## src/design/ffe_pkg.sv

```systemverilog
`default_nettype none

package ffe_pkg;

   ////////////////////////////////////////
   // array geometry
   ////////////////////////////////////////
   localparam int lane_count_dflt = 8;     // samples per block
   localparam int tap_count_dflt  = 10;    // fir length

   ////////////////////////////////////////
   // datapath widths
   ////////////////////////////////////////
   localparam int code_w    = 8;
   localparam int weight_w  = 10;
   localparam int product_w = code_w + weight_w;
   localparam int guard_w   = 4;           // covers up to 16 taps
   localparam int acc_w     = product_w + guard_w;
   localparam int result_w  = 10;
   localparam int shift_w   = 4;
   localparam int tap_addr_w = 4;

   typedef logic signed [code_w-1:0]    code_t;
   typedef logic signed [weight_w-1:0]  weight_t;
   typedef logic signed [product_w-1:0] product_t;
   typedef logic signed [acc_w-1:0]     acc_t;
   typedef logic signed [result_w-1:0]  result_t;
   typedef logic [shift_w-1:0]          shift_t;
   typedef logic [tap_addr_w-1:0]       tap_addr_t;

endpackage

`default_nettype wire
```

## src/design/ffe_weight_bank.sv

```systemverilog
`timescale 1ns/1ps
`default_nettype none

module ffe_weight_bank
   import ffe_pkg::*;
#(
   parameter int tap_count = tap_count_dflt
) (
   input  logic                    clk,
   input  logic                    rst_n,
   input  logic                    weight_wr,
   input  tap_addr_t               weight_addr,
   input  weight_t                 weight_data,
   input  shift_t                  shift_data,
   input  logic                    weight_commit,
   output weight_t [tap_count-1:0] active_weights,
   output shift_t                  active_shift
);

   weight_t [tap_count-1:0] shadow_weights;   // staged by the write port
   logic                    addr_ok;

   assign addr_ok = (weight_addr < tap_count);

   ////////////////////////////////////////
   // shadow bank
   ////////////////////////////////////////
   always_ff @(posedge clk or negedge rst_n) begin
      if (!rst_n) begin
         shadow_weights <= '0;
      end else if (weight_wr && addr_ok) begin
         shadow_weights[weight_addr] <= weight_data;
      end
   end

   ////////////////////////////////////////
   // active set
   ////////////////////////////////////////
   // a write on the commit edge lands in the shadow only, the active set
   // picks up the shadow contents from before that edge
   always_ff @(posedge clk or negedge rst_n) begin
      if (!rst_n) begin
         active_weights <= '0;
         active_shift   <= '0;
      end else if (weight_commit) begin
         active_weights <= shadow_weights;
         active_shift   <= shift_data;          // shift taken straight from the port
      end
   end

   // taps outside the bank are never addressed
   a_addr_range : assert property (
      @(posedge clk) disable iff (!rst_n)
      weight_wr |-> addr_ok
   );

endmodule

`default_nettype wire

```

## config.mk

```make
export PLATFORM = sky130hd
export DESIGN_NAME = ffe_weight_bank
export DESIGN_NICKNAME = d
export VERILOG_FILES = /design/src/design/ffe_pkg.sv /design/src/design/ffe_weight_bank.sv
export SDC_FILE = /design/constraint.sdc
export NUM_CORES = 1
export LEC_CHECK = 0
export ABC_AREA = 1
export BUFFER_PORTS_ARGS = -buffer_cell sky130_fd_sc_hd__buf_2
export CAP_MARGIN = 10
export CORE_ASPECT_RATIO = 1.1
export CORE_MARGIN = 2
export CORE_UTILIZATION = 45
export CTS_CLUSTER_DIAMETER = 30
export CTS_CLUSTER_SIZE = 24
export DETAILED_ROUTE_END_ITERATION = 8
export HOLD_SLACK_MARGIN = 0.15
export PLACE_DENSITY = 0.66
export RECOVER_POWER = 25
export SLEW_MARGIN = 5
export SYNTH_ARGS = -nofsm -noshare
export SYNTH_HDL_FRONTEND = slang
export SYNTH_SLANG_ARGS = --single-unit
```

## constraint.sdc

```tcl
create_clock -name clk -period 0.85 [get_ports clk]
set_input_delay 0.0425 -clock clk [delete_from_list [all_inputs] [get_ports clk]]
set_output_delay 0.0425 -clock clk [all_outputs]
set_load 0.02 [all_outputs]
```

==> impl_metrics.env, run 1 <==
export IMPL_swShare_pct=28.76
export IMPL_die_w_um=132.3
export IMPL_avgSynthCellArea_um2=11.72
export IMPL_viasPerCell=5.322
export IMPL_path_buf_inv=1
export IMPL_grt_use_total_pct=22.34
export IMPL_grt_overflow_total=0
export IMPL_rr_worst_depth=2
export IMPL_dp_hpwl_um=13130
export IMPL_drive_gt1_share_pct=41.43
export IMPL_crit_start="active_weights[10]"
export IMPL_finalMaxSlewViolations=0
export IMPL_die_h_um=145.2
export IMPL_crit_end="active_weights[10]"
export IMPL_core_um2=17740
export IMPL_end_kind="output port"
export IMPL_crit_type="flip-flop to output port"
export IMPL_leakage_uw=0.005942
export IMPL_power_density_nw_per_um2=3127
export IMPL_syn_cell_area_um2=8154
export IMPL_crit_arrival_ns=1.07
export IMPL_grt_antenna_before_repair=0
export IMPL_postRouteAntennaNets=0
export IMPL_synthTopCellsByArea="dfrtp_1 63%, mux2_2 14%, nand2_1 9.5%, nand4_1 7.7%, buf_2 2.1%"
export IMPL_drtIter0Drc=515
export IMPL_start_util_pct=45.97
export IMPL_critical_path_required_ns=0.81
export IMPL_port_buffers=125
export IMPL_antenna_cells=0
export IMPL_grt_setup_unrepaired="yes"
export IMPL_synth_common_cells="207 x nand2_1, 204 x dfrtp_1, 104 x mux2_2"
export IMPL_drc=0
export IMPL_htreeDepth=2
export IMPL_p_clk_share_pct=40.5
export IMPL_skew_ns=0.01146
export IMPL_instances_no_fill=1172
export IMPL_ys_seq_elements=204
export IMPL_yosysTopAreaCellShare_pct=62.61
export IMPL_cts_path_max_buffers=3
export IMPL_path_clk_slew_ns=0.05
export IMPL_dp_cells=1046
export IMPL_critPathLaunchType="flip-flop"
export IMPL_synth_edf_count=0
export IMPL_pwr_share_comb_pct=22.6
export IMPL_dr_pass1_iters=5
export IMPL_nNetsFinal=928
export IMPL_first_global_vias=6510
export IMPL_tightest_slew_ns=0.5515
export IMPL_synth_largest_area_cell="dfrtp_1"
export IMPL_status="finished with violations"
export IMPL_period_share_pct=131.2
export IMPL_yosysSeqAreaShare_pct=62.61
export IMPL_rows=51
export IMPL_wl_per_cell_um=18.94
export IMPL_clk_insertion_delay_late_ns=0.51
export IMPL_critPathTopFamily="flip-flops"
export IMPL_yosys_warnings=0
export IMPL_crit_path_max_fanout=2
export IMPL_holdCritPathClass="input port to flip-flop"
export IMPL_cts_tree="yes"
export IMPL_synth_ff_type="dfrtp_1"
export IMPL_clock_root_buffer="clkbuf_16"
export IMPL_synth_lib_cells_used_distinct=12
export IMPL_setup_tns_ns=-26.58
export IMPL_grt_max_degree=48
export IMPL_finalWirelength_um=22200
export IMPL_path_depth=1
export IMPL_ios=126
export IMPL_switching_power_uw=10610
export IMPL_setup_viol=161
export IMPL_critPathSlowestCell="dfrtp_1"
export IMPL_cp_cell_sequence="buf_6"
export IMPL_timing_hold_violations_final=0
export IMPL_synthesis_nets=718
export IMPL_grt_pass1_wl_um=34160
export IMPL_p_seq_share_pct=36.9
export IMPL_async_reset_ff_share_pct=100.0
export IMPL_synthMostInstantiatedCell="nand2_1"
export IMPL_die_area_um2=19210
export IMPL_r2r_end="active_weights[15]"
export IMPL_ff2ff_setup_slack_ns=-0.07
export IMPL_ir_worst_vdd_mv=1.929
export IMPL_p_int_uw=26270
export IMPL_clock_sinks=204
export IMPL_r2r_start="active_weights[15]"
export IMPL_max_stage_delay_ns=0.41
export IMPL_gp_congestion=0.7600
export IMPL_vias=6237
export IMPL_cts_buffers=39
export IMPL_violations="negative setup slack"
export IMPL_slew_headroom_pct=63.23
export IMPL_cap_violations=0
export IMPL_synthCells=696
export IMPL_timing_final_ws_setup_ns=-0.2655
export IMPL_fmax_ghz=0.8965
export IMPL_period_needed_ns=1.115
export IMPL_syn_to_final_growth_pct=44.67
stage by stage:
step                instance area, um^2  hold slack [ns]  power, uW  worst slack [ns]  utilization (%)
finish                            11800          0.02698      36880           -0.2655            66.50
floorplan                          8160          -0.2531      16690          0.006180                -
global placement                   9245         -0.02094      18950           -0.2072            52.12
global route                      11800          0.03384      38410           -0.3028            66.50
detailed placement                 9245         -0.01943      19220           -0.2507            52.12
CTS                               11590         -0.01446      36510           -0.2704            65.31
registers in the layout (all words and copies together) (netlist names):
| name | flops |
|---|---|
| active_shift | 4 |
| active_weights | 100 |
| shadow_weights | 100 |
area by class of cell:
| cell class | instances | area, um^2 |
|---|---|---|
| Fill cell | 1307 | 5943 |
| Sequential cell | 204 | 5105 |
| Multi-Input combinational cell | 432 | 2791 |
| Timing Repair Buffer | 225 | 2290 |
| Clock buffer | 46 | 1052 |
| Tap cell | 238 | 297.8 |
| Clock inverter | 23 | 245.2 |
| Inverter | 4 | 15.01 |
cells by family (layout without fill, tap and decap cells):
| logic type | Yosys count | count (layout) | synth area share [%] |
|---|---|---|---|
| AND/OR/NAND/NOR | 327 | 327 | 18.89 |
| AO/OA/AOI/OAI | 1 | 1 | 0.06132 |
| multiplexers | 104 | 104 | 14.36 |
| buffers and inverters | 60 | 298 | 4.082 |
| flip-flops | 204 | 204 | 62.61 |
how the worst min path moves through the flow:
stage / from / endpoint / cells past startpoint
2_1_floorplan: rst_n / active_shift[0] / 0
3_3_place_gp: rst_n / active_weights[5] / 1
3_5_place_dp: rst_n / active_weights[2] / 1
4_1_cts: weight_wr / shadow_weights[27] / 4
5_1_grt: weight_commit / active_weights[86] / 3
6_report: weight_commit / active_weights[86] / 3
layer usage:
layer	GRT usage [%]	vias to the layer above	part of all wire, %
li1	-	2822	-
met1	29.71	3135	42
met2	36.55	242	50
met3	5.171	38	6.1
met4	6.882	0	1.9
met5	0	-	0
power groups by stage:
stage | registers (uW) | clock network [uW] | logic, uW
after global placement | 13300 | 0 | 5700
after CTS | 13500 | 15100 | 7910
after detailed placement | 13300 | 0 | 5880
final | 13600 | 14900 | 8320
after global routing | 13800 | 15700 | 8900
after floorplan | 14400 | 0 | 2260
worst register-to-register path, cell delays in order (launching register included):
cell and delay [ns]:
dfrtp_1 0.40, buf_6 0.13, mux2_4 0.27
placed cells by master, fill, tap and decap left out:
cell type      Yosys  routed
clkinvlp_4         0       7
mux2_4             0      17
clkbuf_8           0       5
buf_4              3      45
buf_6              7     130
buf_2             35      18
clkbuf_16          0      39
o21ai_4            0       1
clkinv_4           0       5
clkbuf_1          11       2
nor2_1            10      10
mux2_2           104      87
nand3_2           10      10
dfrtp_1          204     204
buf_12             0       9
inv_6              0       5
inv_1              4       4
clkbuf_2           0       2
nand4_1          100     100
nand2_1          207     207
clkbuf_4           0       1
clkinv_2           0       3
dlygate4sd3_1      0      20
bufinv_16          0       3
what timing repair did:
item	CTS	global route
buffers inserted	31	17
hold buffers	16	5
setup endpoints to repair	104	140
endpoints found under the hold margin	367	83
resized for setup	208	41
No activity file was read; power rests on OpenSTA's default activity.
==> run 2: changes to the inputs <==
CORE_UTILIZATION = 35   (was 45)
PLACE_DENSITY = unset   (was 0.66)
SETUP_SLACK_MARGIN = 0.1   (was unset)
==> run 2 against run 1 <==
The flow still finishes with violations (negative setup slack). First-iteration DRC count down 41%. Clock power increased by 3%. Wire length shrank 3.3%. Combinational power increased by 2%. Maximum frequency is 1.8% higher. Critical path type unchanged.
==> impl_metrics.env, run 2 (synthesized netlist as in run 1, its figures left out) <==
export IMPL_status="finished with violations"
export IMPL_violations="negative setup slack"
export IMPL_power_density_nw_per_um2=3038
export IMPL_port_buffers=125
export IMPL_dp_hpwl_um=13290
export IMPL_dr_pass1_iters=6
export IMPL_syn_to_final_growth_pct=51.16
export IMPL_rows=58
export IMPL_crit_path_max_fanout=2
export IMPL_max_stage_delay_ns=0.42
export IMPL_wl_per_cell_um=17.09
export IMPL_path_buf_inv=1
export IMPL_pre_cts_ws_ns=-0.2506
export IMPL_placed_area_um2=9681
export IMPL_crit_type="flip-flop to output port"
export IMPL_clock_sinks=204
export IMPL_antenna_cells=0
export IMPL_layout_common_cells="204 x nand2_1, 160 x dfrtp_1, 134 x buf_6, 100 x nand4_1, 72 x mux2_2"
export IMPL_timing_final_ws_setup_ns=-0.2453
export IMPL_final_common_cell="nand2_1"
export IMPL_start_util_pct=35.67
export IMPL_grt_use_total_pct=17.78
export IMPL_gp_congestion=0.7494
export IMPL_clock_root_buffer="clkbuf_16"
export IMPL_p_clk_share_pct=41.0
export IMPL_period_share_pct=128.9
export IMPL_core_um2=22860
export IMPL_die_h_um=164.1
export IMPL_critPathSlowestCell="dfrtp_2"
export IMPL_tightest_slew_ns=0.6211
export IMPL_grt_setup_unrepaired="yes"
export IMPL_ir_worst_vdd_mv=1.618
export IMPL_nNetsFinal=948
export IMPL_leakage_uw=0.006076
export IMPL_p_seq_share_pct=36.4
export IMPL_grt_max_degree=74
export IMPL_fin_area_um2=12330
export IMPL_htreeDepth=2
export IMPL_pwr_share_comb_pct=22.6
export IMPL_end_kind="output port"
export IMPL_setup_viol=241
export IMPL_swShare_pct=27.69
export IMPL_first_global_vias=6397
export IMPL_die_w_um=149.5
export IMPL_grt_pass1_wl_um=34200
export IMPL_critPathLaunchType="flip-flop"
export IMPL_p_int_uw=27080
export IMPL_crit_arrival_ns=1.05
export IMPL_critical_path_required_ns=0.81
export IMPL_switching_power_uw=10370
export IMPL_drc=0
export IMPL_cap_violations=0
export IMPL_fmax_ghz=0.9130
export IMPL_die_area_um2=24540
export IMPL_finalMaxSlewViolations=0
export IMPL_path_clk_slew_ns=0.05
export IMPL_finalWirelength_um=21470
export IMPL_skew_ns=0.007328
export IMPL_critPathTopFamily="flip-flops"
export IMPL_cts_buffers=41
export IMPL_clk_insertion_delay_late_ns=0.49
export IMPL_ff2ff_setup_slack_ns=-0.07
export IMPL_grt_overflow_total=0
export IMPL_top_regs="active_weights: 100 flops, shadow_weights: 100 flops, active_shift: 4 flops"
export IMPL_timing_hold_violations_final=0
export IMPL_holdCritPathClass="input port to flip-flop"
export IMPL_setup_tns_ns=-27.70
export IMPL_drtIter0Drc=303
export IMPL_postRouteAntennaNets=0
export IMPL_period_needed_ns=1.095
export IMPL_drive_gt1_share_pct=48.64
export IMPL_ios=126
export IMPL_grt_antenna_before_repair=0
export IMPL_cts_path_max_buffers=3
export IMPL_slew_headroom_pct=58.46
export IMPL_instances_no_fill=1256
export IMPL_fillers=1958
export IMPL_viasPerCell=4.857
export IMPL_vias=6100
export IMPL_dp_cells=1130
export IMPL_cts_tree="yes"
export IMPL_cp_cell_sequence="buf_6"
-- run 2: cell types whose count changed in the layout (fill, tap and decap cells not counted), moves of 5 or more --
cell,previous run,this run
buf_2,18,12
buf_4,45,60
clkbuf_1,2,7
dfrtp_1,204,160
dfrtp_2,0,44
mux2_2,87,72
mux2_4,17,32
nand3_2,10,0
nand3_4,0,10
nor2_1,10,0
nor2_2,0,10
-- run 2: layer usage --
| layer | global-route usage (%) | vias up | share of wire (%) |
|---|---|---|---|
| met4 | 7.100 | 0 | 2.6 |
| met2 | 29.48 | 161 | 49 |
| li1 | - | 2878 | - |
| met3 | 3.333 | 45 | 5.0 |
| met1 | 23.03 | 3016 | 43 |
| met5 | 0 | - | 0 |
-- run 2: cell type report --
| type | instances | area (um^2) | area share [%] |
|---|---|---|---|
| Multi-Input combinational cell | 432 | 2955 | 23.98 |
| Clock inverter | 20 | 214.0 | 1.736 |
| Clock buffer | 53 | 1131 | 9.177 |
| Tap cell | 300 | 375.4 | 3.045 |
| Inverter | 4 | 15.01 | 0.1218 |
| Sequential cell | 204 | 5160 | 41.86 |
| Timing Repair Buffer | 243 | 2475 | 20.08 |
-- run 2: power groups by stage --
stage | Combinational, uW | Sequential (uW) | Clock, uW
finish | 8470 | 13600 | 15300
global route | 9120 | 13900 | 16200
CTS | 8070 | 13600 | 15600
detailed placement | 5980 | 13400 | 0
global placement | 5850 | 13400 | 0
floorplan | 2330 | 14500 | 0
-- run 2: path summary, 6_finish.rpt --
check,from,endpoint,cells past startpoint
max in group asynchronous,rst_n,active_shift[1],3
worst min-delay path,weight_wr,shadow_weights[41],4
min in group asynchronous,rst_n,active_weights[85],2
worst max-delay path,active_weights[77],active_weights[77],1
worst min register to register,shadow_weights[77],shadow_weights[77],2
worst max register to register,active_weights[97],active_weights[97],2
-- run 2: stage by stage --
stage                     total power, uW  util [%]  hold slack [ns]
final                               37440     53.92          0.04074
after global routing                39230     53.92          0.04987
after floorplan                     16870         -          -0.2531
after CTS                           37250     53.03          0.02541
after detailed placement            19380     42.35          -0.1129
after global placement              19220     42.35          -0.1146
-- run 2: repair_timing --
action,in CTS,in global routing
gates resized for setup,218,65
hold buffers,16,2
pin swaps,0,1
hold endpoints to repair,360,303
buffers inserted,33,17
endpoints found under the setup margin,203,395
-- run 2: worst reg2reg max path, stage by stage, from the launching register on --
cell and delay, ns:
dfrtp_1 0.41, buf_4 0.14, mux2_4 0.25
