===== src/design/ffe_pkg.sv =====
`default_nettype none

package ffe_pkg;

   ////////////////////////////////////////
   // array geometry
   ////////////////////////////////////////
   localparam int lane_count_dflt = 8;     // samples per block
   localparam int tap_count_dflt  = 10;    // fir length

   ////////////////////////////////////////
   // datapath widths
   ////////////////////////////////////////
   localparam int code_w    = 8;
   localparam int weight_w  = 10;
   localparam int product_w = code_w + weight_w;
   localparam int guard_w   = 4;           // covers up to 16 taps
   localparam int acc_w     = product_w + guard_w;
   localparam int result_w  = 10;
   localparam int shift_w   = 4;
   localparam int tap_addr_w = 4;

   typedef logic signed [code_w-1:0]    code_t;
   typedef logic signed [weight_w-1:0]  weight_t;
   typedef logic signed [product_w-1:0] product_t;
   typedef logic signed [acc_w-1:0]     acc_t;
   typedef logic signed [result_w-1:0]  result_t;
   typedef logic [shift_w-1:0]          shift_t;
   typedef logic [tap_addr_w-1:0]       tap_addr_t;

endpackage

`default_nettype wire

===== src/design/ffe_code_history.sv =====
`timescale 1ns/1ps
`default_nettype none

module ffe_code_history
   import ffe_pkg::*;
#(
   parameter int lane_count = lane_count_dflt,
   parameter int tap_count  = tap_count_dflt
) (
   input  logic                                   clk,
   input  logic                                   rst_n,
   input  code_t [lane_count-1:0]                 codes,
   input  logic                                   code_valid,
   output code_t [lane_count-1:0][tap_count-1:0]  windows,
   output logic                                   window_valid
);

   // earlier blocks needed to reach tap_count-1 samples back
   localparam int hist_blocks = (tap_count + lane_count - 2) / lane_count;

   code_t [hist_blocks:0][lane_count-1:0] blocks;   // [0] newest block

   if (tap_count < 1) begin : g_bad_taps
      $error("ffe_code_history needs tap_count of at least 1");
   end

   always_ff @(posedge clk or negedge rst_n) begin
      if (!rst_n) begin
         blocks       <= '0;
         window_valid <= 1'b0;
      end else begin
         window_valid <= code_valid;
         if (code_valid) begin                     // stream only advances on valid
            for (int i = hist_blocks; i > 0; i--) begin
               blocks[i] <= blocks[i-1];
            end
            blocks[0] <= codes;
         end
      end
   end

   ////////////////////////////////////////
   // window slicing
   ////////////////////////////////////////
   // tap k of lane j is serial offset j-k from the start of the newest block,
   // negative offsets fall into the older blocks
   for (genvar j = 0; j < lane_count; j++) begin : g_lane
      for (genvar k = 0; k < tap_count; k++) begin : g_tap
         localparam int ofs = j - k;
         localparam int blk = (ofs >= 0) ? 0 : (lane_count - 1 - ofs) / lane_count;
         localparam int pos = ofs + blk * lane_count;
         assign windows[j][k] = blocks[blk][pos];
      end
   end

endmodule

`default_nettype wire


===== config.mk =====
export PLATFORM = sky130hd
export DESIGN_NAME = ffe_code_history
export DESIGN_NICKNAME = d
export VERILOG_FILES = /design/src/design/ffe_pkg.sv /design/src/design/ffe_code_history.sv
export SDC_FILE = /design/constraint.sdc
export NUM_CORES = 1
export LEC_CHECK = 0
export BUFFER_PORTS_ARGS = -buffer_cell sky130_fd_sc_hd__buf_2
export CAP_MARGIN = 20
export CELL_PAD_IN_SITES_DETAIL_PLACEMENT = 2
export CELL_PAD_IN_SITES_GLOBAL_PLACEMENT = 2
export CORE_AREA = 4 4 274 276
export CTS_CLUSTER_SIZE = 12
export DETAILED_ROUTE_END_ITERATION = 8
export DIE_AREA = 0 0 278 280
export MAX_ROUTING_LAYER = met4
export PLACE_DENSITY_LB_ADDON = 0.25
export RECOVER_POWER = 100
export SYNTH_ARGS = -nofsm -noshare
export SYNTH_HDL_FRONTEND = slang
export SYNTH_SLANG_ARGS = --single-unit

===== constraint.sdc =====
create_clock -name clk -period 2.3 [get_ports clk]
set_input_delay 0.46 -clock clk [delete_from_list [all_inputs] [get_ports clk]]
set_output_delay 0.46 -clock clk [all_outputs]
set_load 0.01 [all_outputs]

==> results of run 1 <==
## how the worst max path moves through the flow
| stage | start | endpoint | slack, ns | cells after the start |
|---|---|---|---|---|
| after CTS | windows[7] | windows[95] | 0.40 | 1 |
| after detailed placement | code_valid | windows[70] | 0.70 | 4 |
| after global routing | code_valid | windows[562] | 0.22 | 4 |
| after global placement | code_valid | windows[9] | 0.73 | 4 |
| final | code_valid | windows[70] | 0.33 | 4 |
| after floorplan | code_valid | windows[0] | 1.02 | 4 |
## timing repair
action	in CTS	in global routing
gates resized for setup	0	0
hold buffers	1	0
hold endpoints to repair	41	0
buffers inserted	0	0
## layout make-up
class                           instances  area [um2]
Fill cell                            8828       62980
Sequential cell                       137        3428
Timing Repair Buffer                  724        2873
Multi-Input combinational cell        136        1554
Tap cell                              959        1200
Clock buffer                           22       474.2
Clock inverter                          8       72.57
Antenna cell                            1       2.502
## registers in the layout (all words and copies together), names as in the netlist
| signal | cells |
|---|---|
| window_valid | 1 |
| windows | 136 |
## per-stage QoR
step,setup WS [ns],instance area (um2),hold WS [ns],util [%],std cells
after CTS,0.4019,10610,0.1620,14.62,1986
after floorplan,1.020,9006,0.1644,-,792
after detailed placement,0.7015,10060,0.4658,13.85,1955
final,0.3300,9604,0.2264,13.23,1987
after global routing,0.2194,9604,0.1690,13.23,1987
after global placement,0.7267,10060,0.4579,13.85,1955
## cell usage in the layout (no fill, tap or decap), types with 3 or more instances in the layout
cell / instances
buf_12: 4
buf_2: 64
clkbuf_1: 654
clkbuf_16: 17
clkbuf_2: 3
clkbuf_8: 3
clkinv_2: 4
clkinvlp_4: 3
dfrtp_1: 137
mux2_1: 34
mux2_2: 96
mux2_4: 6
## power by group
group | switching, uW | internal [uW]
Clock | 1090 | 1550
Combinational | 1550 | 860
Sequential | 565 | 2720
Total | 3210 | 5130
## cells by family (layout without fill, tap and decap cells)
kind of cell           Yosys count  after routing  synth area share (%)
other                            0              1                     0
DFF                            137            137                 38.07
muxes                          136            136                 18.67
buffers and inverters          519            754                 43.26
## routing by layer
| metal | up-vias | share of wire (%) | wire (um) | GRT usage (%) |
|---|---|---|---|---|
| li1 | 2480 | - | - | - |
| met1 | 2777 | 36 | 10490 | 7.285 |
| met2 | 320 | 55 | 16120 | 12.98 |
| met3 | 18 | 7.5 | 2179 | 2.338 |
| met4 | 0 | 1.5 | 431 | 2.573 |
| met5 | - | 0 | 0 | - |
==> flow_metrics.tcl, run 1 <==
set metrics [dict create \
    yosysSeqAreaShare_pct 38.07 \
    status "complete, no violations" \
    fin_crit_sh_pct 85.65 \
    cellLeakagePower_uw 0.003511 \
    gr-total-overflow 0 \
    hold_depth 2 \
    min_to "windows[160]" \
    setup-tns-final_ns 0 \
    synthTopCellsByArea "buf_4 (42%), dfrtp_1 (38%), mux2_2 (12%)" \
    critPathLaunchType "input pin" \
    cts_tree "yes" \
    slew_violations 0 \
    ys_top_cells_by_count "buf_4 (504), dfrtp_1 (137), mux2_2 (96)" \
    cts_sinks 137 \
    rsz0062_at_grt "false" \
    drt-pass1-iter-count 4 \
    synth_top_area_share_pct 42.01 \
    nNetsFinal 1083 \
    ir_drop_mv 0.3588 \
    r2r_end "windows[71]" \
    required_ns 2.63 \
    cp_top_family "buffers and inverters" \
    power_uw 8338 \
    ys.warnings.count 0 \
    ys_ff_latch 137 \
    ys_types 6 \
    fin_crit_ns 1.970 \
    dp_hpwl_um 23450 \
    synth_async_sr_flop_share_pct 100.0 \
    syn_avg_cell_area_um2 11.37 \
    syn_inst 792 \
    reg2reg_slack_ns 1.24 \
    gp_congestion 0.6510 \
    netlist.top_cell.by_area "buf_4" \
    min_path_type "in2reg" \
    crit_type "in2reg" \
    cts_root_buf "clkbuf_16" \
    reg2regPathDepth 1 \
    rows 99 \
    remaining_drc_errors 0 \
    clk_latency_ns 0.45 \
    pwr_density_cell_nw_per_um2 868.1 \
    relSlewSlack_pct 10.20 \
    h-tree-depth 4 \
    yosysMostFrequentCell "buf_4" \
    synth-main-ff-cell "dfrtp_1" \
    slowest_stage "clkbuf_1" \
    drive_gt1_share_pct 19.57 \
    numCtsBuffers 17 \
    path_clk_slew_ns 0.06 \
    fmaxAchievable_mhz 507.6 \
    path_cells "clkbuf_1 > buf_12 > clkbuf_2 > mux2_2" \
    grt_pass1_vias 5837 \
    die_x_um 278 \
    viasPerCell 2.816 \
    max_slew.worst_pin.slew_ns 1.347 \
    cp_max_fo 20 \
    areaGrowthSynthToFinish_pct 6.641 \
    r2r-start "windows[7]" \
    final_hold_viol_count 0 \
    num_io_pins 708 \
    die_area_um2 77840 \
    slowest_delay_ns 0.72 \
    clock_path_buffers 2 \
    antenna_found_initial 1 \
    start_util_pct 12.41 \
    arrival_ns 2.30 \
    totalWireLength_um 29220 \
    setup_violations 0 \
    min-delay-start "codes[16]" \
    drt-wirelength-per-cell_um 14.71 \
    synth_edf_count 0 \
    postRouteAntennaNets 0 \
    grt_pass1_wl_um 40980 \
    skew_ns 0.007729 \
    cap_violations 0 \
    synth_nets 859 \
    grt_usage_pct 7.181 \
    syn_area_um2 9006 \
    numPortBuffers 707 \
    die_height_um 280 \
    num_vias 5595 \
    design.core.area_um2 72590 \
    drtIter0Drc 126 \
    grt_start_max_net_pins 47 \
    path_buf_inv 3 \
    endpoint_kind "flop" \
]
Power figures use the tool's default switching activity.
==> inputs of run 2 (changes only) <==
==> constraint.sdc (replaced) <==
create_clock -name clk -period 2.4 [get_ports clk]
set_input_delay 0.48 -clock clk [delete_from_list [all_inputs] [get_ports clk]]
set_output_delay 0.48 -clock clk [all_outputs]
set_load 0.01 [all_outputs]
==> run 2 against run 1 <==
Effect of this change:
- die area unchanged
- highest routed layer unchanged
- largest power group unchanged
- count of clock-buffer cells in the layout unchanged
- worst setup slack better by 0.24 ns
==> flow_metrics.tcl, run 2 (synthesis results as in run 1) <==
set metrics [dict create \
    status "complete, no violations" \
    clock_path_buffers 2 \
    reg2regPathDepth 1 \
    switchingPower_uw 3082 \
    max_slew.worst_pin.slew_ns 1.481 \
    r2r_end "windows[83]" \
    rsz0062_at_grt "false" \
    gr-total-overflow 0 \
    fin_area_um2 9544 \
    endpoint_kind "flop" \
    min_to "windows[326]" \
    crit_type "in2reg" \
    drtIter0Drc 113 \
    cp_top_family "buffers and inverters" \
    setup_violations 0 \
    hold_depth 2 \
    r2r-start "windows[83]" \
    met2_length_um 16200 \
    drt-pass1-iter-count 4 \
    cts_tree "yes" \
    num_io_pins 708 \
    antenna_found_initial 1 \
    cap_violations 0 \
    slowest_stage "clkbuf_2" \
    fin_crit_ns 1.830 \
    largest_register_ffs 136 \
    rows 99 \
    numPortBuffers 707 \
    combPwrFrac_pct 28.2 \
    dp_hpwl_um 22650 \
    cellLeakagePower_uw 0.003476 \
    fin_crit_sh_pct 76.26 \
    p_int_uw 5032 \
    path_cells "clkbuf_1 > clkbuf_2 > mux2_2" \
    num_vias 5536 \
    min-delay-start "codes[38]" \
    cp_max_fo 52 \
    areaGrowthSynthToFinish_pct 5.974 \
    cts_resized 0 \
    timing.hold.ws_ns 0.2440 \
    fmaxAchievable_mhz 546.4 \
    grt_usage_pct 7.278 \
    arrival_ns 2.16 \
    die_height_um 280 \
    slowest_delay_ns 1.06 \
    grt_start_max_net_pins 86 \
    skew_ns 0.01040 \
    reg2reg_slack_ns 1.35 \
    dp_cells 1943 \
    drive_gt1_share_pct 19.11 \
    critPathLaunchType "input pin" \
    drt-wirelength-per-cell_um 14.84 \
    routed.top_layer "met4" \
    numCtsBuffers 17 \
    pwr_density_cell_nw_per_um2 850.1 \
    nNetsFinal 1071 \
    ir_drop_mv 0.3457 \
    final_cell_mix "clkbuf_1 (643), dfrtp_1 (137), mux2_2 (96)" \
    remaining_drc_errors 0 \
    design.core.area_um2 72590 \
    grt_pass1_vias 5920 \
    grt_pass1_wl_um 41590 \
    die_x_um 278 \
    start_util_pct 12.41 \
    viasPerCell 2.800 \
    slew_violations 0 \
    layout_commonest_cell "clkbuf_1" \
    min_path_type "in2reg" \
    clk_latency_ns 0.45 \
    setup-tns-final_ns 0 \
    p_sw_share_pct 37.98 \
    die_area_um2 77840 \
    cts_root_buf "clkbuf_16" \
    post_dp_cell_area_um2 9941 \
    path_buf_inv 2 \
    path_clk_slew_ns 0.06 \
    final_hold_viol_count 0 \
    cts_sinks 137 \
    gp_congestion 0.6521 \
    totalWireLength_um 29330 \
    seq_power_share_pct 38.8 \
    wl_met1_um 10700 \
    clkPwrFrac_pct 33.0 \
    required_ns 2.73 \
    final_cells 1977 \
    fillers 8858 \
    h-tree-depth 4 \
    postRouteAntennaNets 0 \
    relSlewSlack_pct 1.279 \
    wl_met3_um 2005 \
]
run 2: power by group through the flow:
stage | logic (uW) | clock network [uW] | registers (uW)
final | 2290 | 2680 | 3150
after global routing | 2490 | 2990 | 3250
after CTS | 2800 | 2900 | 3150
after detailed placement | 2800 | 0 | 3190
after global placement | 2800 | 0 | 3160
after floorplan | 2510 | 0 | 3170
run 2: timing repair:
action                                 4_1_cts  5_1_grt
setup buffers                                0        0
endpoints found under the hold margin       27        0
hold buffers                                 1        0
run 2: layer usage:
metal,global-route usage [%],up-vias
li1,-,2463
met5,-,-
met2,13.19,318
met3,2.238,19
met4,2.612,0
met1,7.437,2736
run 2: metrics by stage:
| step | power [uW] | worst slack (ns) | utilization, % |
|---|---|---|---|
| final | 8114 | 0.5698 | 13.15 |
| after global routing | 8730 | 0.4280 | 13.14 |
| after global placement | 5957 | 0.7986 | 13.69 |
| after CTS | 8855 | 0.4615 | 14.51 |
| after floorplan | 5673 | 1.100 | - |
| after detailed placement | 5986 | 0.7699 | 13.69 |
run 2: area by class of cell:
class	count	area [um2]	share of cell area [%]
clock buffers	22	484.2	5.073
well taps	959	1200	12.57
repair buffers	712	2798	29.31
multi-input cells	136	1531	16.05
flip-flops and latches	137	3428	35.92
clock inverters	8	95.09	0.9963
diodes	3	7.507	0.07866
run 2: worst max-delay path by stage:
stage / cells after the start / startpoint / end
global placement: 3 / code_valid / windows[65]
CTS: 1 / windows[7] / windows[359]
detailed placement: 3 / code_valid / windows[67]
global route: 1 / windows[15] / windows[15]
finish: 3 / code_valid / windows[87]
floorplan: 4 / code_valid / windows[0]
==> inputs of run 3 (changes only) <==
==> constraint.sdc (replaced) <==
create_clock -name clk -period 1.54 [get_ports clk]
set_input_delay 0.308 -clock clk [delete_from_list [all_inputs] [get_ports clk]]
set_output_delay 0.308 -clock clk [all_outputs]
set_load 0.01 [all_outputs]
==> run 3 against run 2 <==
Effect of this change:
- total power increased by 67%
- largest cell class is now non-clock buffers
- clock skew down 0.0026 ns
- largest power group unchanged
- routed wire length up 2.0%
- die area unchanged
- sequential share of layout area fell by 3.7 points
- register-to-register slack worse by 0.88 ns
==> flow_metrics.tcl, run 3 (synthesis results as in run 1) <==
set metrics [dict create \
    status "complete, no violations" \
    cp_top_family "flip-flops" \
    min_to "windows[323]" \
    rows 99 \
    r2r-start "windows[7]" \
    rsz0062_at_grt "true" \
    num_io_pins 708 \
    skew_ns 0.007792 \
    remaining_drc_errors 0 \
    numPortBuffers 707 \
    max_slew.worst_pin.slew_ns 0.7574 \
    dp_hpwl_um 23310 \
    slowest_delay_ns 0.42 \
    layout_commonest_cell "buf_2" \
    final_cell_mix "buf_2 (699), dfrtp_1 (99), mux2_2 (96)" \
    pwr_density_cell_nw_per_um2 1253 \
    grt_pass1_vias 5950 \
    required_ns 1.23 \
    clock_path_buffers 2 \
    path_buf_inv 2 \
    reg2regPathDepth 3 \
    min-delay-start "codes[35]" \
    reg2reg_slack_ns 0.47 \
    fillers 8464 \
    hold_depth 2 \
    drive_gt1_share_pct 89.39 \
    cts_sinks 137 \
    die_x_um 278 \
    fmaxAchievable_mhz 681.5 \
    slew_violations 0 \
    endpoint_kind "output port" \
    totalWireLength_um 29920 \
    antenna_found_initial 3 \
    die_height_um 280 \
    gr-total-overflow 0 \
    slowest_stage "dfrtp_2" \
    post_dp_cell_area_um2 10040 \
    combPwrFrac_pct 32.4 \
    drt-wirelength-per-cell_um 14.97 \
    grt_start_max_net_pins 49 \
    clk_latency_ns 0.45 \
    areaGrowthSynthToFinish_pct 19.87 \
    postRouteAntennaNets 0 \
    final_hold_viol_count 0 \
    grt_pass1_wl_um 42610 \
    path_cells "buf_6 > buf_2" \
    gp_congestion 0.6572 \
    fin_crit_sh_pct 95.28 \
    nNetsFinal 1092 \
    setup.worst_path.start "windows[7]" \
    num_vias 5645 \
    cts_root_buf "clkbuf_16" \
    timing.hold.ws_ns 0.07528 \
    fin_area_um2 10800 \
    cap_violations 0 \
    h-tree-depth 4 \
    design.core.area_um2 72590 \
    arrival_ns 1.16 \
    numCtsBuffers 17 \
    drt-pass1-iter-count 4 \
    fin_crit_ns 1.467 \
    viasPerCell 2.824 \
    start_util_pct 12.41 \
    r2r_end "windows[71]" \
    p_int_uw 8678 \
    critPathLaunchType "flop" \
    crit_type "reg2out" \
    switchingPower_uw 4854 \
    path_clk_slew_ns 0.06 \
    cellLeakagePower_uw 0.005498 \
    drtIter0Drc 129 \
    grt_usage_pct 7.497 \
    clkPwrFrac_pct 31.8 \
    setup_violations 0 \
    cts_tree "yes" \
    die_area_um2 77840 \
    relSlewSlack_pct 49.51 \
    largest_register_ffs 136 \
    cp_max_fo 6 \
    seq_power_share_pct 35.8 \
    min_path_type "in2reg" \
    ir_drop_mv 0.5352 \
    p_sw_share_pct 35.87 \
]
==> run 3: power groups by stage <==
stage / clock network, uW / registers (uW) / logic (uW)
3_5_place_dp: 0 / 4970 / 4380
6_report: 4310 / 4850 / 4380
2_1_floorplan: 0 / 4940 / 3900
3_3_place_gp: 0 / 4920 / 4400
4_1_cts: 4630 / 4890 / 4500
5_1_grt: 4750 / 5010 / 4690
==> run 3: area by class of cell <==
type                    count  area (um2)  share of cell area (%)
repair buffers            733        3865                   35.80
flip-flops and latches    137        3476                   32.20
multi-input cells         136        1652                   15.30
well taps                 959        1200                   11.11
clock buffers              20       446.7                   4.138
clock inverters            11       148.9                   1.379
diodes                      3       7.507                 0.06954
==> run 3: worst max-delay path by stage <==
stage | slack (ns) | depth (start not counted) | to
floorplan | 0.41 | 4 | windows[0]
global placement | 0.27 | 3 | windows[66]
detailed placement | 0.26 | 3 | windows[87]
CTS | -0.004 | 2 | windows[15]
global route | -0.01 | 2 | windows[7]
finish | 0.07 | 2 | windows[7]
==> run 3: timing repair <==
item                                    in CTS  in global routing
gates resized for setup                     31                 24
endpoints found under the setup margin     151                126
hold buffers                                 1                  0
endpoints found under the hold margin       28                  0
setup buffers                                6                  3
==> run 3: routing by layer <==
layer / track usage, % / wire (um) / vias to the layer above
met5: - / 0 / -
met4: 2.625 / 414 / 0
met3: 2.471 / 2171 / 18
met2: 13.68 / 16790 / 326
met1: 7.510 / 10540 / 2811
li1: - / - / 2490
==> run 3: stage by stage <==
step	util (%)	instances	setup slack (ns)	total power [uW]	setup TNS [ns]
after floorplan	-	792	0.4116	8840	0
after CTS	14.81	1993	-0.004127	14020	-0.004780
after global placement	13.84	1955	0.2660	9322	0
final	14.87	1999	0.07264	13530	0
after detailed placement	13.84	1955	0.2636	9352	0
after global routing	14.87	1998	-0.01424	14460	-0.1927
